[config.mk]
export PLATFORM = sky130hd
export DESIGN_NAME = periph_soc_top
export DESIGN_NICKNAME = d
export VERILOG_FILES = /design/src/verilog/periph_pkg.sv /design/src/verilog/axil_slave_fsm.sv /design/src/verilog/periph_timer.sv /design/src/verilog/pwm_bank.sv /design/src/verilog/gpio_port.sv /design/src/verilog/periph_soc_top.sv
export SDC_FILE = /design/constraint.sdc
export NUM_CORES = 1
export LEC_CHECK = 0
export BUFFER_PORTS_ARGS = -buffer_cell sky130_fd_sc_hd__buf_4
export CAP_MARGIN = 10
export CORE_MARGIN = 10
export CORE_UTILIZATION = 33
export CTS_CLUSTER_DIAMETER = 40
export DETAILED_ROUTE_END_ITERATION = 8
export GPL_ROUTABILITY_DRIVEN = 0
export PLACE_DENSITY = 0.54
export SYNTH_ARGS = -nofsm -noshare
export SYNTH_HDL_FRONTEND = slang
export SYNTH_HIERARCHICAL = 1
export SYNTH_SLANG_ARGS = --single-unit
[constraint.sdc]
create_clock -name clk_i -period 4.7 [get_ports clk_i]
set_input_delay 0.47 -clock clk_i [delete_from_list [all_inputs] [get_ports clk_i]]
set_output_delay 0.47 -clock clk_i [all_outputs]
set_load 0.01 [all_outputs]
[src/verilog/periph_pkg.sv]
// shared sizes and codes; offsets are byte offsets inside a 64-byte region, upper address bits unused
package periph_pkg;

    localparam int unsigned ADDR_W   = 12;
    localparam int unsigned DATA_W   = 32;
    localparam int unsigned OFFS_W   = 6;   // addr[5:0] inside a region
    localparam int unsigned CNT_W    = 16;  // timer and pwm register width
    localparam int unsigned PWM_CH   = 3;
    localparam int unsigned GPIO_NUM = 16;

    // addr[7:6]
    localparam logic [1:0] REGION_TIMER = 2'd0;
    localparam logic [1:0] REGION_PWM   = 2'd1;
    localparam logic [1:0] REGION_GPIO  = 2'd2;
    localparam logic [1:0] REGION_NONE  = 2'd3;

    localparam logic [1:0] RESP_OKAY   = 2'b00;
    localparam logic [1:0] RESP_SLVERR = 2'b10;

    // bus fsm states
    localparam logic [1:0] ST_IDLE  = 2'd0;
    localparam logic [1:0] ST_WRESP = 2'd1;
    localparam logic [1:0] ST_RRESP = 2'd2;

    // timer map
    localparam logic [OFFS_W-1:0] TMR_CTRL     = 6'h00;  // bit0 enable, bit1 irq enable
    localparam logic [OFFS_W-1:0] TMR_PRESCALE = 6'h04;
    localparam logic [OFFS_W-1:0] TMR_COMPARE  = 6'h08;
    localparam logic [OFFS_W-1:0] TMR_COUNT    = 6'h0C;  // read only
    localparam logic [OFFS_W-1:0] TMR_STATUS   = 6'h10;  // bit0 pending, w1c

    // pwm map
    localparam logic [OFFS_W-1:0] PWM_PERIOD = 6'h00;
    localparam logic [OFFS_W-1:0] PWM_DUTY0  = 6'h04;
    localparam logic [OFFS_W-1:0] PWM_DUTY1  = 6'h08;
    localparam logic [OFFS_W-1:0] PWM_DUTY2  = 6'h0C;
    localparam logic [OFFS_W-1:0] PWM_ENABLE = 6'h10;

    // gpio map
    localparam logic [OFFS_W-1:0] GPIO_DIR = 6'h00;
    localparam logic [OFFS_W-1:0] GPIO_OUT = 6'h04;
    localparam logic [OFFS_W-1:0] GPIO_IN  = 6'h08;  // read only

endpackage

[src/verilog/axil_slave_fsm.sv]
// one AXI4-Lite transaction at a time; only full-word writes land, partial strobes and region 3 get SLVERR
`timescale 1ns/1ps

module axil_slave_fsm (
    input  logic                            clk_i,
    input  logic                            rst_n_i,

    input  logic [periph_pkg::ADDR_W-1:0]   awaddr_i,
    input  logic                            awvalid_i,
    output logic                            awready_o,
    input  logic [periph_pkg::DATA_W-1:0]   wdata_i,
    input  logic [periph_pkg::DATA_W/8-1:0] wstrb_i,
    input  logic                            wvalid_i,
    output logic                            wready_o,
    output logic [1:0]                      bresp_o,
    output logic                            bvalid_o,
    input  logic                            bready_i,
    input  logic [periph_pkg::ADDR_W-1:0]   araddr_i,
    input  logic                            arvalid_i,
    output logic                            arready_o,
    output logic [periph_pkg::DATA_W-1:0]   rdata_o,
    output logic [1:0]                      rresp_o,
    output logic                            rvalid_o,
    input  logic                            rready_i,

    output logic [periph_pkg::OFFS_W-1:0]   reg_addr_o,
    output logic [periph_pkg::DATA_W-1:0]   reg_wdata_o,
    output logic                            timer_we_o,
    output logic                            pwm_we_o,
    output logic                            gpio_we_o,
    input  logic [periph_pkg::DATA_W-1:0]   timer_rdata_i,
    input  logic [periph_pkg::DATA_W-1:0]   pwm_rdata_i,
    input  logic [periph_pkg::DATA_W-1:0]   gpio_rdata_i
);
    import periph_pkg::*;

    logic [1:0]        state_q;
    logic              wr_pend;   // address and data both presented
    logic              wr_go;
    logic              rd_go;
    logic [1:0]        wr_region;
    logic [1:0]        rd_region;
    logic              wr_ok;
    logic [DATA_W-1:0] rd_mux;
    logic [DATA_W-1:0] rdata_q;
    logic [1:0]        rresp_q;
    logic [1:0]        bresp_q;

    assign wr_pend = awvalid_i && wvalid_i;
    assign wr_go   = (state_q == ST_IDLE) && wr_pend;
    assign rd_go   = (state_q == ST_IDLE) && !wr_pend && arvalid_i;  // write wins

    assign awready_o = wr_go;
    assign wready_o  = wr_go;
    assign arready_o = rd_go;

    assign wr_region = awaddr_i[OFFS_W+1:OFFS_W];
    assign rd_region = araddr_i[OFFS_W+1:OFFS_W];
    assign wr_ok     = (wr_region != REGION_NONE) && (&wstrb_i);

    // one offset bus shared by both directions
    assign reg_addr_o  = wr_pend ? awaddr_i[OFFS_W-1:0] : araddr_i[OFFS_W-1:0];
    assign reg_wdata_o = wdata_i;

    assign timer_we_o = wr_go && wr_ok && (wr_region == REGION_TIMER);
    assign pwm_we_o   = wr_go && wr_ok && (wr_region == REGION_PWM);
    assign gpio_we_o  = wr_go && wr_ok && (wr_region == REGION_GPIO);

    always_comb begin
        case (rd_region)
            REGION_TIMER: rd_mux = timer_rdata_i;
            REGION_PWM:   rd_mux = pwm_rdata_i;
            REGION_GPIO:  rd_mux = gpio_rdata_i;
            default:      rd_mux = '0;  // unmapped reads as zero
        endcase
    end

    always_ff @(posedge clk_i or negedge rst_n_i) begin
        if (!rst_n_i) begin
            state_q <= ST_IDLE;
            bresp_q <= RESP_OKAY;
            rresp_q <= RESP_OKAY;
            rdata_q <= '0;
        end else begin
            case (state_q)
                ST_IDLE: begin
                    if (wr_go) begin
                        state_q <= ST_WRESP;
                        bresp_q <= wr_ok ? RESP_OKAY : RESP_SLVERR;
                    end else if (rd_go) begin
                        state_q <= ST_RRESP;
                        rdata_q <= rd_mux;  // sampled in the acceptance cycle
                        rresp_q <= (rd_region == REGION_NONE) ? RESP_SLVERR : RESP_OKAY;
                    end
                end
                ST_WRESP: if (bready_i) state_q <= ST_IDLE;
                ST_RRESP: if (rready_i) state_q <= ST_IDLE;
                default:  state_q <= ST_IDLE;
            endcase
        end
    end

    assign bvalid_o = (state_q == ST_WRESP);
    assign bresp_o  = bresp_q;
    assign rvalid_o = (state_q == ST_RRESP);
    assign rdata_o  = rdata_q;
    assign rresp_o  = rresp_q;

    a_bvalid_hold: assert property (@(posedge clk_i) disable iff (!rst_n_i)
        bvalid_o && !bready_i |=> bvalid_o && $stable(bresp_o));

    a_rdata_stable: assert property (@(posedge clk_i) disable iff (!rst_n_i)
        rvalid_o && !rready_i |=> rvalid_o && $stable(rdata_o));

    // the three peripherals never see a write in the same cycle
    a_one_strobe: assert property (@(posedge clk_i) disable iff (!rst_n_i)
        $onehot0({timer_we_o, pwm_we_o, gpio_we_o}));

endmodule

[src/verilog/periph_timer.sv]
// tick runs from reset on; a COUNT above a newly written COMPARE wraps on the next enabled tick
`timescale 1ns/1ps

module periph_timer (
    input  logic                          clk_i,
    input  logic                          rst_n_i,
    input  logic                          we_i,
    input  logic [periph_pkg::OFFS_W-1:0] addr_i,
    input  logic [periph_pkg::DATA_W-1:0] wdata_i,
    output logic [periph_pkg::DATA_W-1:0] rdata_o,
    output logic                          tick_o,
    output logic                          irq_o
);
    import periph_pkg::*;

    logic [1:0]       ctrl_q;      // [0] enable, [1] irq enable
    logic [CNT_W-1:0] prescale_q;
    logic [CNT_W-1:0] compare_q;
    logic [CNT_W-1:0] count_q;
    logic [CNT_W-1:0] pre_cnt_q;
    logic             pending_q;
    logic             step;

    // >= so a smaller PRESCALE takes effect at once
    assign tick_o = (pre_cnt_q >= prescale_q);
    assign step   = tick_o && ctrl_q[0];

    always_ff @(posedge clk_i or negedge rst_n_i) begin
        if (!rst_n_i) begin
            pre_cnt_q <= '0;
        end else if (tick_o) begin
            pre_cnt_q <= '0;
        end else begin
            pre_cnt_q <= pre_cnt_q + 1'b1;
        end
    end

    always_ff @(posedge clk_i or negedge rst_n_i) begin
        if (!rst_n_i) begin
            ctrl_q     <= '0;
            prescale_q <= '0;
            compare_q  <= '0;
            count_q    <= '0;
            pending_q  <= 1'b0;
        end else begin
            if (we_i) begin
                case (addr_i)
                    TMR_CTRL:     ctrl_q     <= wdata_i[1:0];
                    TMR_PRESCALE: prescale_q <= wdata_i[CNT_W-1:0];
                    TMR_COMPARE:  compare_q  <= wdata_i[CNT_W-1:0];
                    TMR_STATUS:   if (wdata_i[0]) pending_q <= 1'b0;
                    default:      ;  // COUNT is read only
                endcase
            end
            if (step) begin
                if (count_q >= compare_q) begin
                    count_q   <= '0;
                    pending_q <= 1'b1;  // a new match beats a clear
                end else begin
                    count_q <= count_q + 1'b1;
                end
            end
        end
    end

    assign irq_o = pending_q & ctrl_q[1];

    always_comb begin
        case (addr_i)
            TMR_CTRL:     rdata_o = DATA_W'(ctrl_q);
            TMR_PRESCALE: rdata_o = DATA_W'(prescale_q);
            TMR_COMPARE:  rdata_o = DATA_W'(compare_q);
            TMR_COUNT:    rdata_o = DATA_W'(count_q);
            TMR_STATUS:   rdata_o = DATA_W'(pending_q);
            default:      rdata_o = '0;
        endcase
    end

    a_irq_needs_pending: assert property (@(posedge clk_i) disable iff (!rst_n_i)
        irq_o |-> pending_q);

endmodule

[src/verilog/pwm_bank.sv]
// three channels share one period counter that moves on tick_i; outputs lag the counter by a cycle
`timescale 1ns/1ps

module pwm_bank (
    input  logic                          clk_i,
    input  logic                          rst_n_i,
    input  logic                          we_i,
    input  logic [periph_pkg::OFFS_W-1:0] addr_i,
    input  logic [periph_pkg::DATA_W-1:0] wdata_i,
    output logic [periph_pkg::DATA_W-1:0] rdata_o,
    input  logic                          tick_i,
    output logic [periph_pkg::PWM_CH-1:0] pwm_o
);
    import periph_pkg::*;

    logic [CNT_W-1:0]  period_q;
    logic [CNT_W-1:0]  duty_q [PWM_CH];
    logic [PWM_CH-1:0] en_q;
    logic [CNT_W-1:0]  cnt_q;
    logic [PWM_CH-1:0] pwm_q;

    always_ff @(posedge clk_i or negedge rst_n_i) begin
        if (!rst_n_i) begin
            period_q <= '0;
            en_q     <= '0;
            for (int k = 0; k < PWM_CH; k++) begin
                duty_q[k] <= '0;
            end
        end else if (we_i) begin
            case (addr_i)
                PWM_PERIOD: period_q  <= wdata_i[CNT_W-1:0];
                PWM_DUTY0:  duty_q[0] <= wdata_i[CNT_W-1:0];
                PWM_DUTY1:  duty_q[1] <= wdata_i[CNT_W-1:0];
                PWM_DUTY2:  duty_q[2] <= wdata_i[CNT_W-1:0];
                PWM_ENABLE: en_q      <= wdata_i[PWM_CH-1:0];
                default:    ;
            endcase
        end
    end

    // period counter, wraps after PERIOD
    always_ff @(posedge clk_i or negedge rst_n_i) begin
        if (!rst_n_i) begin
            cnt_q <= '0;
        end else if (tick_i) begin
            if (cnt_q >= period_q) cnt_q <= '0;
            else                   cnt_q <= cnt_q + 1'b1;
        end
    end

    always_ff @(posedge clk_i or negedge rst_n_i) begin
        if (!rst_n_i) begin
            pwm_q <= '0;
        end else begin
            for (int k = 0; k < PWM_CH; k++) begin
                pwm_q[k] <= en_q[k] && (cnt_q < duty_q[k]);
            end
        end
    end

    assign pwm_o = pwm_q;

    always_comb begin
        case (addr_i)
            PWM_PERIOD: rdata_o = DATA_W'(period_q);
            PWM_DUTY0:  rdata_o = DATA_W'(duty_q[0]);
            PWM_DUTY1:  rdata_o = DATA_W'(duty_q[1]);
            PWM_DUTY2:  rdata_o = DATA_W'(duty_q[2]);
            PWM_ENABLE: rdata_o = DATA_W'(en_q);
            default:    rdata_o = '0;
        endcase
    end

    for (genvar k = 0; k < PWM_CH; k++) begin : g_chk
        // a channel disabled now is low on the next cycle
        a_off_low: assert property (@(posedge clk_i) disable iff (!rst_n_i)
            !en_q[k] |=> !pwm_o[k]);
    end

endmodule

[src/verilog/gpio_port.sv]
// no pad logic here; gpio_oe_o selects the driver outside and IN lags the pins by two cycles
`timescale 1ns/1ps

module gpio_port (
    input  logic                            clk_i,
    input  logic                            rst_n_i,
    input  logic                            we_i,
    input  logic [periph_pkg::OFFS_W-1:0]   addr_i,
    input  logic [periph_pkg::DATA_W-1:0]   wdata_i,
    output logic [periph_pkg::DATA_W-1:0]   rdata_o,
    input  logic [periph_pkg::GPIO_NUM-1:0] gpio_i,
    output logic [periph_pkg::GPIO_NUM-1:0] gpio_o,
    output logic [periph_pkg::GPIO_NUM-1:0] gpio_oe_o
);
    import periph_pkg::*;

    logic [GPIO_NUM-1:0] dir_q;    // 1 = output
    logic [GPIO_NUM-1:0] out_q;
    logic [GPIO_NUM-1:0] sync1_q;
    logic [GPIO_NUM-1:0] sync2_q;

    always_ff @(posedge clk_i or negedge rst_n_i) begin
        if (!rst_n_i) begin
            dir_q <= '0;
            out_q <= '0;
        end else if (we_i) begin
            case (addr_i)
                GPIO_DIR: dir_q <= wdata_i[GPIO_NUM-1:0];
                GPIO_OUT: out_q <= wdata_i[GPIO_NUM-1:0];
                default:  ;  // IN is read only
            endcase
        end
    end

    // pins are asynchronous to clk_i
    always_ff @(posedge clk_i or negedge rst_n_i) begin
        if (!rst_n_i) begin
            sync1_q <= '0;
            sync2_q <= '0;
        end else begin
            sync1_q <= gpio_i;
            sync2_q <= sync1_q;
        end
    end

    assign gpio_o    = out_q;
    assign gpio_oe_o = dir_q;

    always_comb begin
        case (addr_i)
            GPIO_DIR: rdata_o = DATA_W'(dir_q);
            GPIO_OUT: rdata_o = DATA_W'(out_q);
            GPIO_IN:  rdata_o = DATA_W'(sync2_q);
            default:  rdata_o = '0;
        endcase
    end

endmodule

[src/verilog/periph_soc_top.sv]
// AXI4-Lite slave with timer, pwm and gpio behind it; timer at 0x00, pwm at 0x40, gpio at 0x80
`timescale 1ns/1ps

module periph_soc_top (
    input  logic                            clk_i,
    input  logic                            rst_n_i,

    input  logic [periph_pkg::ADDR_W-1:0]   awaddr_i,
    input  logic                            awvalid_i,
    output logic                            awready_o,
    input  logic [periph_pkg::DATA_W-1:0]   wdata_i,
    input  logic [periph_pkg::DATA_W/8-1:0] wstrb_i,
    input  logic                            wvalid_i,
    output logic                            wready_o,
    output logic [1:0]                      bresp_o,
    output logic                            bvalid_o,
    input  logic                            bready_i,
    input  logic [periph_pkg::ADDR_W-1:0]   araddr_i,
    input  logic                            arvalid_i,
    output logic                            arready_o,
    output logic [periph_pkg::DATA_W-1:0]   rdata_o,
    output logic [1:0]                      rresp_o,
    output logic                            rvalid_o,
    input  logic                            rready_i,

    output logic                            irq_o,
    output logic [periph_pkg::PWM_CH-1:0]   pwm_o,
    input  logic [periph_pkg::GPIO_NUM-1:0] gpio_i,
    output logic [periph_pkg::GPIO_NUM-1:0] gpio_o,
    output logic [periph_pkg::GPIO_NUM-1:0] gpio_oe_o
);
    import periph_pkg::*;

    logic [OFFS_W-1:0] reg_addr;
    logic [DATA_W-1:0] reg_wdata;
    logic              timer_we;
    logic              pwm_we;
    logic              gpio_we;
    logic [DATA_W-1:0] timer_rdata;
    logic [DATA_W-1:0] pwm_rdata;
    logic [DATA_W-1:0] gpio_rdata;
    logic              tick;       // prescaler tick, timer to pwm

    axil_slave_fsm u_axil_slave_fsm (
        .clk_i, .rst_n_i,
        .awaddr_i, .awvalid_i, .awready_o,
        .wdata_i, .wstrb_i, .wvalid_i, .wready_o,
        .bresp_o, .bvalid_o, .bready_i,
        .araddr_i, .arvalid_i, .arready_o,
        .rdata_o, .rresp_o, .rvalid_o, .rready_i,
        .reg_addr_o    (reg_addr),
        .reg_wdata_o   (reg_wdata),
        .timer_we_o    (timer_we),
        .pwm_we_o      (pwm_we),
        .gpio_we_o     (gpio_we),
        .timer_rdata_i (timer_rdata),
        .pwm_rdata_i   (pwm_rdata),
        .gpio_rdata_i  (gpio_rdata)
    );

    periph_timer u_periph_timer (
        .clk_i, .rst_n_i,
        .we_i    (timer_we),
        .addr_i  (reg_addr),
        .wdata_i (reg_wdata),
        .rdata_o (timer_rdata),
        .tick_o  (tick),
        .irq_o
    );

    pwm_bank u_pwm_bank (
        .clk_i, .rst_n_i,
        .we_i    (pwm_we),
        .addr_i  (reg_addr),
        .wdata_i (reg_wdata),
        .rdata_o (pwm_rdata),
        .tick_i  (tick),
        .pwm_o
    );

    gpio_port u_gpio_port (
        .clk_i, .rst_n_i,
        .we_i    (gpio_we),
        .addr_i  (reg_addr),
        .wdata_i (reg_wdata),
        .rdata_o (gpio_rdata),
        .gpio_i, .gpio_o, .gpio_oe_o
    );

endmodule

# Word-level counts from Yosys, hierarchy flattened
# Cells that the tools add are included.
word_totals:
  regBits: 255
  latchBits: 0
  ramBits: 0
  in_bits: 83
  rom_bits: 0
  n_memories: 0
op_classes:
  order_cmp: 6
  reduce_logical: 32
  n_addsub: 3
  n_shift: 0
  bitwise: 2
  eq_ne: 15
  div: 0
  mul: 0
  muxes: 20
ops:
  columns: ["operator", "n"]
  rows:
  - ["$pmux W16 S5", 2]
  - ["$pmux W32 S3", 1]
  - ["$add A16 B1 Y16 const B", 3]
  - ["$ge A16 B16 Y1", 3]
  - ["$lt A16 B16 Y1", 3]
  - ["$mux W16", 3]
  - ["$pmux W16 S3", 1]
  - ["$reduce_and A2 Y1", 11]
  - ["$logic_and A1 B1 Y1", 13]
  - ["$eq A6 B4 Y1 const B", 2]
  - ["$mux W2", 6]
  - ["$eq A2 B2 Y1 const B", 4]
  - ["$eq A2 B1 Y1 const B", 3]
  - ["$eq A6 B3 Y1 const B", 1]
  - ["$eq A6 B5 Y1 const B", 1]
  - ["$logic_not A2 Y1", 3]
  - ["$logic_not A6 Y1", 1]
  - ["$mux W6", 1]
  - ["$pmux W2 S3", 1]
  - ["$reduce_and A3 Y1", 2]
  - ["$mux W1", 5]
  - ["$ne A2 B1 Y1 const B", 2]
  - ["$reduce_and A4 Y1", 1]
  - ["$ne A3 B2 Y1 const B", 1]
  - ["4 further kinds", 4]

# Longest topological paths before layout
# Gate-level depths: netlist of run 1.
depth:
  depth_word: 7
  depth_mapped: 12
  mapped_depth_nobuf: 10

# Cells and area by module
# The synthesis of run 1 kept the hierarchy.
modules_own_cells:
  columns: ["module", "seq_area_each_um2", "cells_each", "area_per_inst_um2", "instances"]
  rows:
  - ["pwm_bank", 2152.1, 504, 5774.3, 1]
  - ["periph_timer", 1676.6, 430, 4246.6, 1]
  - ["gpio_port", 1601.5, 193, 2643.8, 1]
  - ["axil_slave_fsm", 900.9, 212, 2478.6, 1]

# Worst setup path before layout of run 1
# OpenSTA, ideal clock, no wires.
synth_path:
  path_kind: "in2reg"
  start: "in awvalid_i"
  end: "reg u_gpio_port.dir_q[10], in the netlist u_gpio_port/gpio_oe_o[10]"
  arrival_ns: 2.726
  path_slack_ns: 1.849
  t_required_ns: 4.575
  n_path_buf: 3
  cell_stages: 8
  path_cell_list: "nand2_4 -> mux2_2 -> or4_4 -> buf_6 -> or4b_4 -> buf_6 -> buf_12 -> mux2_4"
synth_via:
  word_cells_on_any_way: 7
synth_lines:
  columns: ["item", "line", "rtl"]
  rows:
  - ["from (decl)", "periph_soc_top.sv:9", "input logic awvalid_i,"]
  - ["$logic_and A1 B1 Y1", "axil_slave_fsm.sv:49", "assign wr_pend = awvalid_i && wvalid_i;"]
  - ["$mux W6", "axil_slave_fsm.sv:62", "assign reg_addr_o = wr_pend ? awaddr_i[OFFS_W-1:0] : araddr_i[OFFS_W-1:0];"]
  - ["named net reg_addr[5]", "periph_soc_top.sv:34", "logic [OFFS_W-1:0] reg_addr;"]
  - ["$logic_not A6 Y1", "gpio_port.sv:27", "case (addr_i)"]
  - ["$reduce_and A2 Y1 (no line)", null, null]
  - ["to (signal assigned)", "gpio_port.sv:28", "GPIO_DIR: dir_q <= wdata_i[GPIO_NUM-1:0];"]
  - ["to (decl)", "gpio_port.sv:17", "logic [GPIO_NUM-1:0] dir_q;"]
# The timed path passes the listed nets, and every way through them passes these cells.
# A chain may end at the register's enable or synchronous reset.

# Worst setup path after layout of run 1
layout_path:
  start: "reg u_periph_timer.count_q[0]"
  end: "reg u_periph_timer.count_q[10]"
layout_via:
  elab_chain_len: 2
  word_cells_on_any_way: 3
layout_lines:
  columns: ["item", "line", "rtl"]
  rows:
  - ["from (decl)", "periph_timer.sv:19", "logic [CNT_W-1:0] count_q;"]
  - ["from (signal assigned)", "periph_timer.sv:60", "count_q <= count_q + 1'b1;"]
  - ["$add A16 B1 Y16 / $ge A16 B16 Y1 (equally long branches)", "periph_timer.sv:60, periph_timer.sv:56", null]
  - ["$mux W16 (*)", "periph_timer.sv:56", "if (count_q >= compare_q) begin"]
# Mark *: on every way between the ends. The rest lies on a longest branch, timed or not.

==> impl_metrics.ini, run 1 <==
[clocking]
ctsRootBufferMaster = clkbuf_16
tritoncts = done
clock_path_buffers = 3
clk-insertion-delay-late_ns = 0.57
post_cts_resize_count = 0
cts.clk_slew.worst_paths_ns = 0.05
clkSinkCount = 253
htreeDepth = 2
cts_buffers = 47

[detailed_routing]
wl_mm = 40.84
wl_per_cell_um = 19.51
dr_total_vias = 10220
ant_nets = 0
viasPerCell = 4.880
initialDrtViolationCount = 575
route.detailed.drc = 0
first_pass_iters = 6

[finish]
area_growth_pct = 19.32
layout-drive-gt1-share_pct = 30.54
multi_input_area_sq_um = 7611
seqCellArea_sq_um = 6331
fillers = 4379
final_util_pct = 39.67
nNetsFinal = 1635

[power]
power_density_nw_per_um2 = 345.1
cellLeakagePower_nw = 8.531
ir_worst_vdd_v = 0.0002744

[min_path]
min_path_type = input port to flop

[worst_setup_path]
cp-startpoint = u_periph_timer/count_q[0]
arrival_ns = 3.69
worst-path-max-fanout = 10
critPathLaunchType = flop
reg2reg_slack_ns = 1.50
required_ns = 5.19
path_class = flop to flop
end_kind = flop
r2r_end = u_periph_timer/count_q[10]
worstSetupEndpoint = u_periph_timer/count_q[10]
reg2regPathDepth = 8
rr_startpoint = u_periph_timer/count_q[0]

[grt]
grt_pass1_wl_mm = 63.65
met3_usage_pct = 2.718
busiest_layer = met2
grt_pass1_vias = 10710
grt-ovfl-total = 0
met2_usage_pct = 25.90
track_usage_pct = 15.03
grt_max_degree = 99
gr-usage-met1_pct = 18.89
antenna_found_initial = 2

[floorplan]
num_rows = 78
die_y_um = 233.4
floorplan.initialDensity_pct = 33.25
die_area_sq_um = 54460
coreArea_sq_um = 45190
die_w_um = 233.4
io_pins = 160

[timing]
setup-violations-final = 0
slew-limit-headroom_pct = 26.71
tns_ns = 0
worst_slew_pin_slew_ns = 1.094
fin_crit_ns = 3.196
finalMaxSlewViolations = 0
fmax_mhz = 312.9
finalHoldViolCount = 0
finClkSkew_ns = 0.02178
fin_crit_sh_pct = 67.99
grt_setup_unrepaired = false
worst_slack_ns = 1.504

[placed_design]
port-buffer-count = 133
dpl.hpwl_mm = 28.84
dp_slack_ns = 1.032

[logic_synthesis]
yosys_warnings = 6
synth_area_sq_um = 15020
syn_inst = 1323
postSynthAreaPerCell_sq_um = 11.36

[outcome]
status = completed

[job]
cap_violations = 0
## through the flow
step | cell area (sq um) | total power (W) | hold slack, ns | cells
after detailed placement | 16220 | 0.002874 | 0.3364 | 1994
after global placement | 16220 | 0.002865 | 0.3356 | 1994
after global routing | 17930 | 0.006432 | 0.006364 | 2094
final | 17930 | 0.006186 | 0.02455 | 2094
after floorplan | 15200 | 0.002636 | 0.1744 | 1369
after CTS | 17920 | 0.006282 | 0.0007124 | 2093
## critical path: stages, from the launching register on
cell,delay (ns)
dfrtp_1,0.45
inv_1,0.07
ha_1,0.26
nand2b_1,0.16
a2111oi_2,0.45
o31ai_1,0.21
a2111oi_4,0.78
and3_1,0.53
a22o_1,0.20
## worst min-delay path by stage
stage | start | endpoint | slack, ns | cells past startpoint
after floorplan | rst_n_i | u_axil_slave_fsm/bresp_o[1] | 0.17 | 0
after detailed placement | u_gpio_port/sync1_q[15] | u_gpio_port/sync2_q[15] | 0.34 | 0
after CTS | gpio_i[7] | u_gpio_port/sync1_q[7] | 0.0007 | 1
final | gpio_i[7] | u_gpio_port/sync1_q[7] | 0.02 | 1
after global routing | gpio_i[10] | u_gpio_port/sync1_q[10] | 0.006 | 1
after global placement | u_gpio_port/sync1_q[11] | u_gpio_port/sync2_q[11] | 0.34 | 0
## state kept, by name, indices dropped and copies added, names as in the netlist, 16 cells and up
register,flops
u_periph_timer/prescale_q,16
u_periph_timer/pre_cnt_q,16
u_pwm_bank/period_q,16
u_periph_timer/compare_q,16
u_gpio_port/gpio_oe_o,16
u_gpio_port/sync1_q,16
u_pwm_bank/duty_q,48
u_gpio_port/gpio_o,16
u_gpio_port/sync2_q,16
u_axil_slave_fsm/rdata_o,32
u_pwm_bank/cnt_q,16
u_periph_timer/count_q,16
## report_power, final
part	leakage, nW	total (W)	switching [W]	internal (W)
clock	0.747	0.00335	0.00121	0.00214
sequential	3.42	0.00231	0.0000443	0.00226
combinational	4.36	0.000527	0.000289	0.000238
## layout make-up
| class | count | area share [%] |
|---|---|---|
| clock buffer | 57 | 7.001 |
| sequential | 253 | 35.32 |
| inverter | 108 | 2.261 |
| antenna | 1 | 0.01396 |
| clock inverter | 29 | 1.766 |
| tap | 600 | 4.188 |
| multi-input combinational | 886 | 42.46 |
| timing repair buffer | 160 | 6.994 |
## layer usage
layer  share of wire [%]  vias to the layer above  wire [um]
li1                    -                     4898          -
met1                  45                     5097      18230
met2                  50                      168      20360
met3                 3.9                       53       1590
met5               0.017                        -          7
met4                 1.6                        2        658
## cells in the final DEF, fill, tap and decap left out, drive strengths merged, types with 5 or more instances in the layout
master       count
nand2           69
buf            147
dfrtp          253
and3             7
ha              96
clkinvlp         8
conb            50
inv            114
nor2b            7
a2111oi          5
clkbuf          57
xnor2            6
mux4            16
clkinv          11
nor3             6
o311ai          12
o2bb2ai         32
a31oi            5
nor2            41
mux2i           66
mux2           171
dlygate4sd3     13
nand2b          16
or2             17
and4             6
a21oi           41
xor2             8
a22o            12
nand3           38
nand4           29
a21o            29
o21ai           36
and2            17
## timing repair
| action | CTS | global route |
|---|---|---|
| buffers inserted | 0 | 0 |
| hold buffers | 13 | 0 |
| hold endpoints to repair | 68 | 0 |
Note: power is estimated with default switching activity, not from simulation.
==> run 2: changes to the inputs <==
Settings changed: PLACE_DENSITY 0.54 to 0.56.
Clock period 4.7 ns to 2.9 ns, I/O delays scaled along.
==> impl_metrics.ini, run 2 (same netlist as run 1, synthesis figures left out) <==
[min_path]
hold-path-cell-count = 2
min_path_type = input port to flop
worstHoldStart = wdata_i[2]
hold_path_end = u_pwm_bank/en_q[2]

[finish]
area_growth_pct = 23.41
layout-drive-gt1-share_pct = 32.44
fillers = 4296
largest_reg_flops = 48
finalNonFillerCells = 2136
top_register = u_pwm_bank/duty_q
final_cell_mix = dfrtp_1, buf_4, mux2_2
nNetsFinal = 1674
final_util_pct = 41.03
mostFrequentLayoutCell = dfrtp_1

[worst_setup_path]
end_kind = flop
reg2reg_slack_ns = 0.15
crit_chain = ha_1 -> nand2b_4 -> a2111oi_4 -> a2111oi_4 -> or4_4 -> buf_4 -> and3_1 -> a22o_1
r2r_end = u_periph_timer/count_q[15]
reg2regPathDepth = 8
critPathLaunchType = flop
path_common_cell = a2111oi_4
cp.buffers_inverters = 1
path_class = flop to flop
arrival_ns = 3.20
critPathSlowestCell = or4_4
worst-path-max-fanout = 9
slowest_delay_ns = 0.55
cp_top_family = simple AND/OR/NAND/NOR gates
required_ns = 3.35
rr_startpoint = u_periph_timer/prescale_q[0]

[power]
p_sw_share_pct = 23.92
power_density_nw_per_um2 = 582.1
combPwrFrac_pct = 8.3
cellLeakagePower_nw = 8.879
p_total_w = 0.01079
internal_power_w = 0.008211
ir_worst_vdd_v = 0.0004004
switchingPower_w = 0.002582
clkPwrFrac_pct = 57.0
pwr-share-seq_pct = 34.7

[grt]
grt-ovfl-total = 0
antenna_found_initial = 2
grt_pass1_wl_mm = 67.34
track_usage_pct = 16.07
grt_max_degree = 78
grt_pass1_vias = 11020

[detailed_routing]
ant_nets = 0
wl_per_cell_um = 20.55
wl_mm = 43.90
initialDrtViolationCount = 683
dr_total_vias = 10580
first_pass_iters = 8
route.detailed.drc = 0
viasPerCell = 4.953

[floorplan]
coreArea_sq_um = 45190
die_w_um = 233.4
num_rows = 78
die_area_sq_um = 54460
die_y_um = 233.4
io_pins = 160
floorplan.initialDensity_pct = 33.25

[placed_design]
port-buffer-count = 133
dpl.hpwl_mm = 31.50
place_inst = 2023

[job]
cap_violations = 0

[clocking]
clk-insertion-delay-late_ns = 0.58
tritoncts = done
cts.clk_slew.worst_paths_ns = 0.05
clkSinkCount = 253
htreeDepth = 2
clock_path_buffers = 3
ctsRootBufferMaster = clkbuf_16
cts_buffers = 51

[timing]
fin_crit_sh_pct = 94.69
hold_slack_ns = 0.04099
finalHoldViolCount = 0
grt_setup_unrepaired = false
worst_slew_pin_slew_ns = 0.6514
tns_ns = 0
slew-limit-headroom_pct = 56.58
finClkSkew_ns = 0.02059
setup-violations-final = 0
finalMaxSlewViolations = 0
fmax_mhz = 364.2
fin_crit_ns = 2.746

[outcome]
status = completed
-- run 2: changes by cell type in the layout (fill, tap and decap cells not counted), sizes merged --
cell,delta
inv,+1
buf,+29
clkbuf,+6
dlygate4sd3,+6
bufinv,+3
clkinvlp,-4
clkinv,+1
-- run 2: power by group through the flow --
stage / clock network, W / registers, W / logic [W]
2_1_floorplan: 0 / 0.00383 / 0.000444
3_3_place_gp: 0 / 0.00379 / 0.000888
3_5_place_dp: 0 / 0.00380 / 0.000893
4_1_cts: 0.00627 / 0.00374 / 0.000916
5_1_grt: 0.00644 / 0.00375 / 0.000982
6_report: 0.00615 / 0.00374 / 0.000900
-- run 2: area by class of cell --
cell class	count	area, sq um	area share, %
Sequential cell	253	6331	34.15
Multi-Input combinational cell	886	7627	41.14
Clock buffer	63	1433	7.727
Clock inverter	30	384.1	2.072
Inverter	108	405.4	2.187
Antenna cell	1	2.502	0.01350
Timing Repair Buffer	195	1607	8.665
Tap cell	600	750.7	4.049
-- run 2: how the worst max path moves through the flow --
| stage | from | endpoint | cells past startpoint |
|---|---|---|---|
| 5_1_grt | u_periph_timer/prescale_q[11] | u_pwm_bank/cnt_q[12] | 9 |
| 3_3_place_gp | u_periph_timer/prescale_q[11] | u_pwm_bank/cnt_q[10] | 9 |
| 6_report | u_periph_timer/prescale_q[0] | u_periph_timer/count_q[15] | 8 |
| 2_1_floorplan | u_periph_timer/pre_cnt_q[0] | u_pwm_bank/cnt_q[7] | 12 |
| 3_5_place_dp | u_periph_timer/prescale_q[11] | u_pwm_bank/cnt_q[8] | 9 |
| 4_1_cts | u_periph_timer/prescale_q[11] | u_pwm_bank/cnt_q[8] | 9 |
-- run 2: metrics by stage --
step	worst slack (ns)	area [sq um]
2_1_floorplan	0.1601	15200
3_3_place_gp	-0.01705	16510
3_5_place_dp	0.05396	16510
4_1_cts	0.009542	18520
5_1_grt	0.02019	18540
6_report	0.1540	18540
-- run 2: timing repair --
action                                 in CTS  in global routing
resized for setup                           0                  3
setup buffers                               0                  0
endpoints found under the hold margin      91                  0
setup endpoints to repair                   0                 23
hold buffers                               19                  0
-- run 2: worst register-to-register path, stage by stage (launching register included) --
cell	delay, ns
dfrtp_1	0.43
ha_1	0.32
nand2b_4	0.15
a2111oi_4	0.39
a2111oi_4	0.08
or4_4	0.55
buf_4	0.17
and3_1	0.29
a22o_1	0.26
-- run 2: layer usage --
metal | vias to the layer above | part of all wire, % | GRT usage [%]
met5 | - | 0 | 0
met4 | 0 | 2.7 | 5.721
met3 | 71 | 6.3 | 3.591
met2 | 270 | 46 | 25.53
met1 | 5236 | 45 | 21.12
li1 | 5002 | - | -
==> run 3: changes to the inputs <==
Settings changed: CTS_BUF_LIST set to sky130_fd_sc_hd__clkbuf_4.
==> impl_metrics.ini, run 3 (same netlist as run 1, synthesis figures left out) <==
[floorplan]
floorplan.initialDensity_pct = 33.25
num_rows = 78
die_area_sq_um = 54460
coreArea_sq_um = 45190
io_pins = 160
die_w_um = 233.4
die_y_um = 233.4

[detailed_routing]
wl_met2_mm = 20.09
wl_met1_mm = 19.35
ant_nets = 0
wl_mm = 43.69
wl_per_cell_um = 19.89
initialDrtViolationCount = 489
viasPerCell = 4.899
route.detailed.drc = 0
wl_met3_mm = 3.177
dr_total_vias = 10760
first_pass_iters = 7
top_layer_used = met4

[placed_design]
placed_cell_area_sq_um = 16510
port-buffer-count = 133
dpl.hpwl_mm = 31.50
dp_slack_ns = 0.05396

[grt]
track_usage_pct = 16.12
grt-ovfl-total = 0
grt_pass1_wl_mm = 67.63
grt_max_degree = 78
antenna_found_initial = 3
grt_pass1_vias = 11270

[timing]
fin_crit_ns = 2.730
grt_setup_unrepaired = false
slew-limit-headroom_pct = 57.32
setup-violations-final = 0
finClkSkew_ns = 0.03825
finalMaxSlewViolations = 0
worst_slew_pin_slew_ns = 0.6402
fmax_mhz = 366.2
worst_slack_ns = 0.1695
finalHoldViolCount = 0
fin_crit_sh_pct = 94.15

[clocking]
cts_buffers = 76
htreeDepth = 3
postCtsSetupRepairBufs = 0
clk-insertion-delay-late_ns = 0.74
ctsRootBufferMaster = clkbuf_4
clkSinkCount = 253
tritoncts = done
clock_path_buffers = 3
cts.clk_slew.worst_paths_ns = 0.06

[finish]
top_register = u_pwm_bank/duty_q
final_cell_mix = dfrtp_1, buf_4, mux2_2
final_util_pct = 39.57
finalInstanceArea_sq_um = 17880
nNetsFinal = 1720
mostFrequentLayoutCell = dfrtp_1
area_growth_pct = 19.01
layout-drive-gt1-share_pct = 33.06
largest_reg_flops = 48

[outcome]
status = completed

[power]
ir_worst_vdd_v = 0.0002315
p_total_w = 0.008063
cellLeakagePower_nw = 8.635
power_density_nw_per_um2 = 451.0

[worst_setup_path]
cp-startpoint = u_periph_timer/prescale_q[0]
path_class = flop to flop
end_kind = flop
rr_startpoint = u_periph_timer/prescale_q[0]
worst-path-max-fanout = 9
arrival_ns = 3.33
required_ns = 3.50
critPathLaunchType = flop

[job]
cap_violations = 0

[min_path]
worstHoldStart = araddr_i[7]
min_path_type = input port to flop
==> run 3: cell types whose count changed in the layout (fill, tap and decap cells not counted), sizes merged <==
cell and delta:
inv -4, clkinv +3, diode +1, dlygate4sd3 +21, bufinv -6, clkbuf +46
clkinvlp -1
==> run 3: per-layer routing <==
metal,vias to the layer above,GRT usage (%)
li1,5115,-
met1,5303,20.73
met2,277,25.57
met3,64,4.259
met4,0,5.904
met5,-,0
==> run 3: critical path, stage by stage, from the launching register on <==
cell	delay (ns)
dfrtp_1	0.43
ha_1	0.31
nand2b_4	0.15
a2111oi_4	0.39
a2111oi_4	0.07
or4_4	0.55
buf_4	0.17
and3_1	0.28
a22o_1	0.25
==> run 3: power by group <==
group | switching [W] | internal [W]
combinational | 0.000490 | 0.000433
sequential | 0.0000739 | 0.00366
clock | 0.00159 | 0.00181
total | 0.00216 | 0.00591
==> run 3: timing repair <==
action | CTS | global route
hold endpoints to repair | 226 | 0
resized for setup | 0 | 4
endpoints found under the setup margin | 0 | 25
hold buffers | 40 | 0
==> run 3: layout make-up <==
cell class              count  area [sq um]
diodes                      2         5.005
clock buffers             109         818.3
clock inverters            22         123.9
fillers                  4429         27310
inverters                 108         405.4
multi-input cells         886          7627
flip-flops and latches    253          6332
well taps                 600         750.7
repair buffers            216          1817
==> run 3: worst paths after layout <==
kind,slack [ns],to,cells after the start
setup reg to reg,0.17,u_periph_timer/count_q[15],8
max in group asynchronous,1.87,u_pwm_bank/duty_q[5],3
hold reg to reg,0.31,u_gpio_port/sync2_q[6],0
hold / removal,0.13,u_axil_slave_fsm/rresp_o[1],4
setup / recovery,0.17,u_periph_timer/count_q[15],8
min in group asynchronous,0.16,u_axil_slave_fsm/rdata_o[9],2
==> run 3: per-stage QoR <==
stage,setup TNS [ns],std cells,hold slack [ns]
after floorplan,0,1369,-0.005591
after detailed placement,0,2023,0.3218
after global routing,0,2196,0.1302
after global placement,-0.01705,2023,0.3272
final,0,2196,0.1313
after CTS,0,2194,0.06899
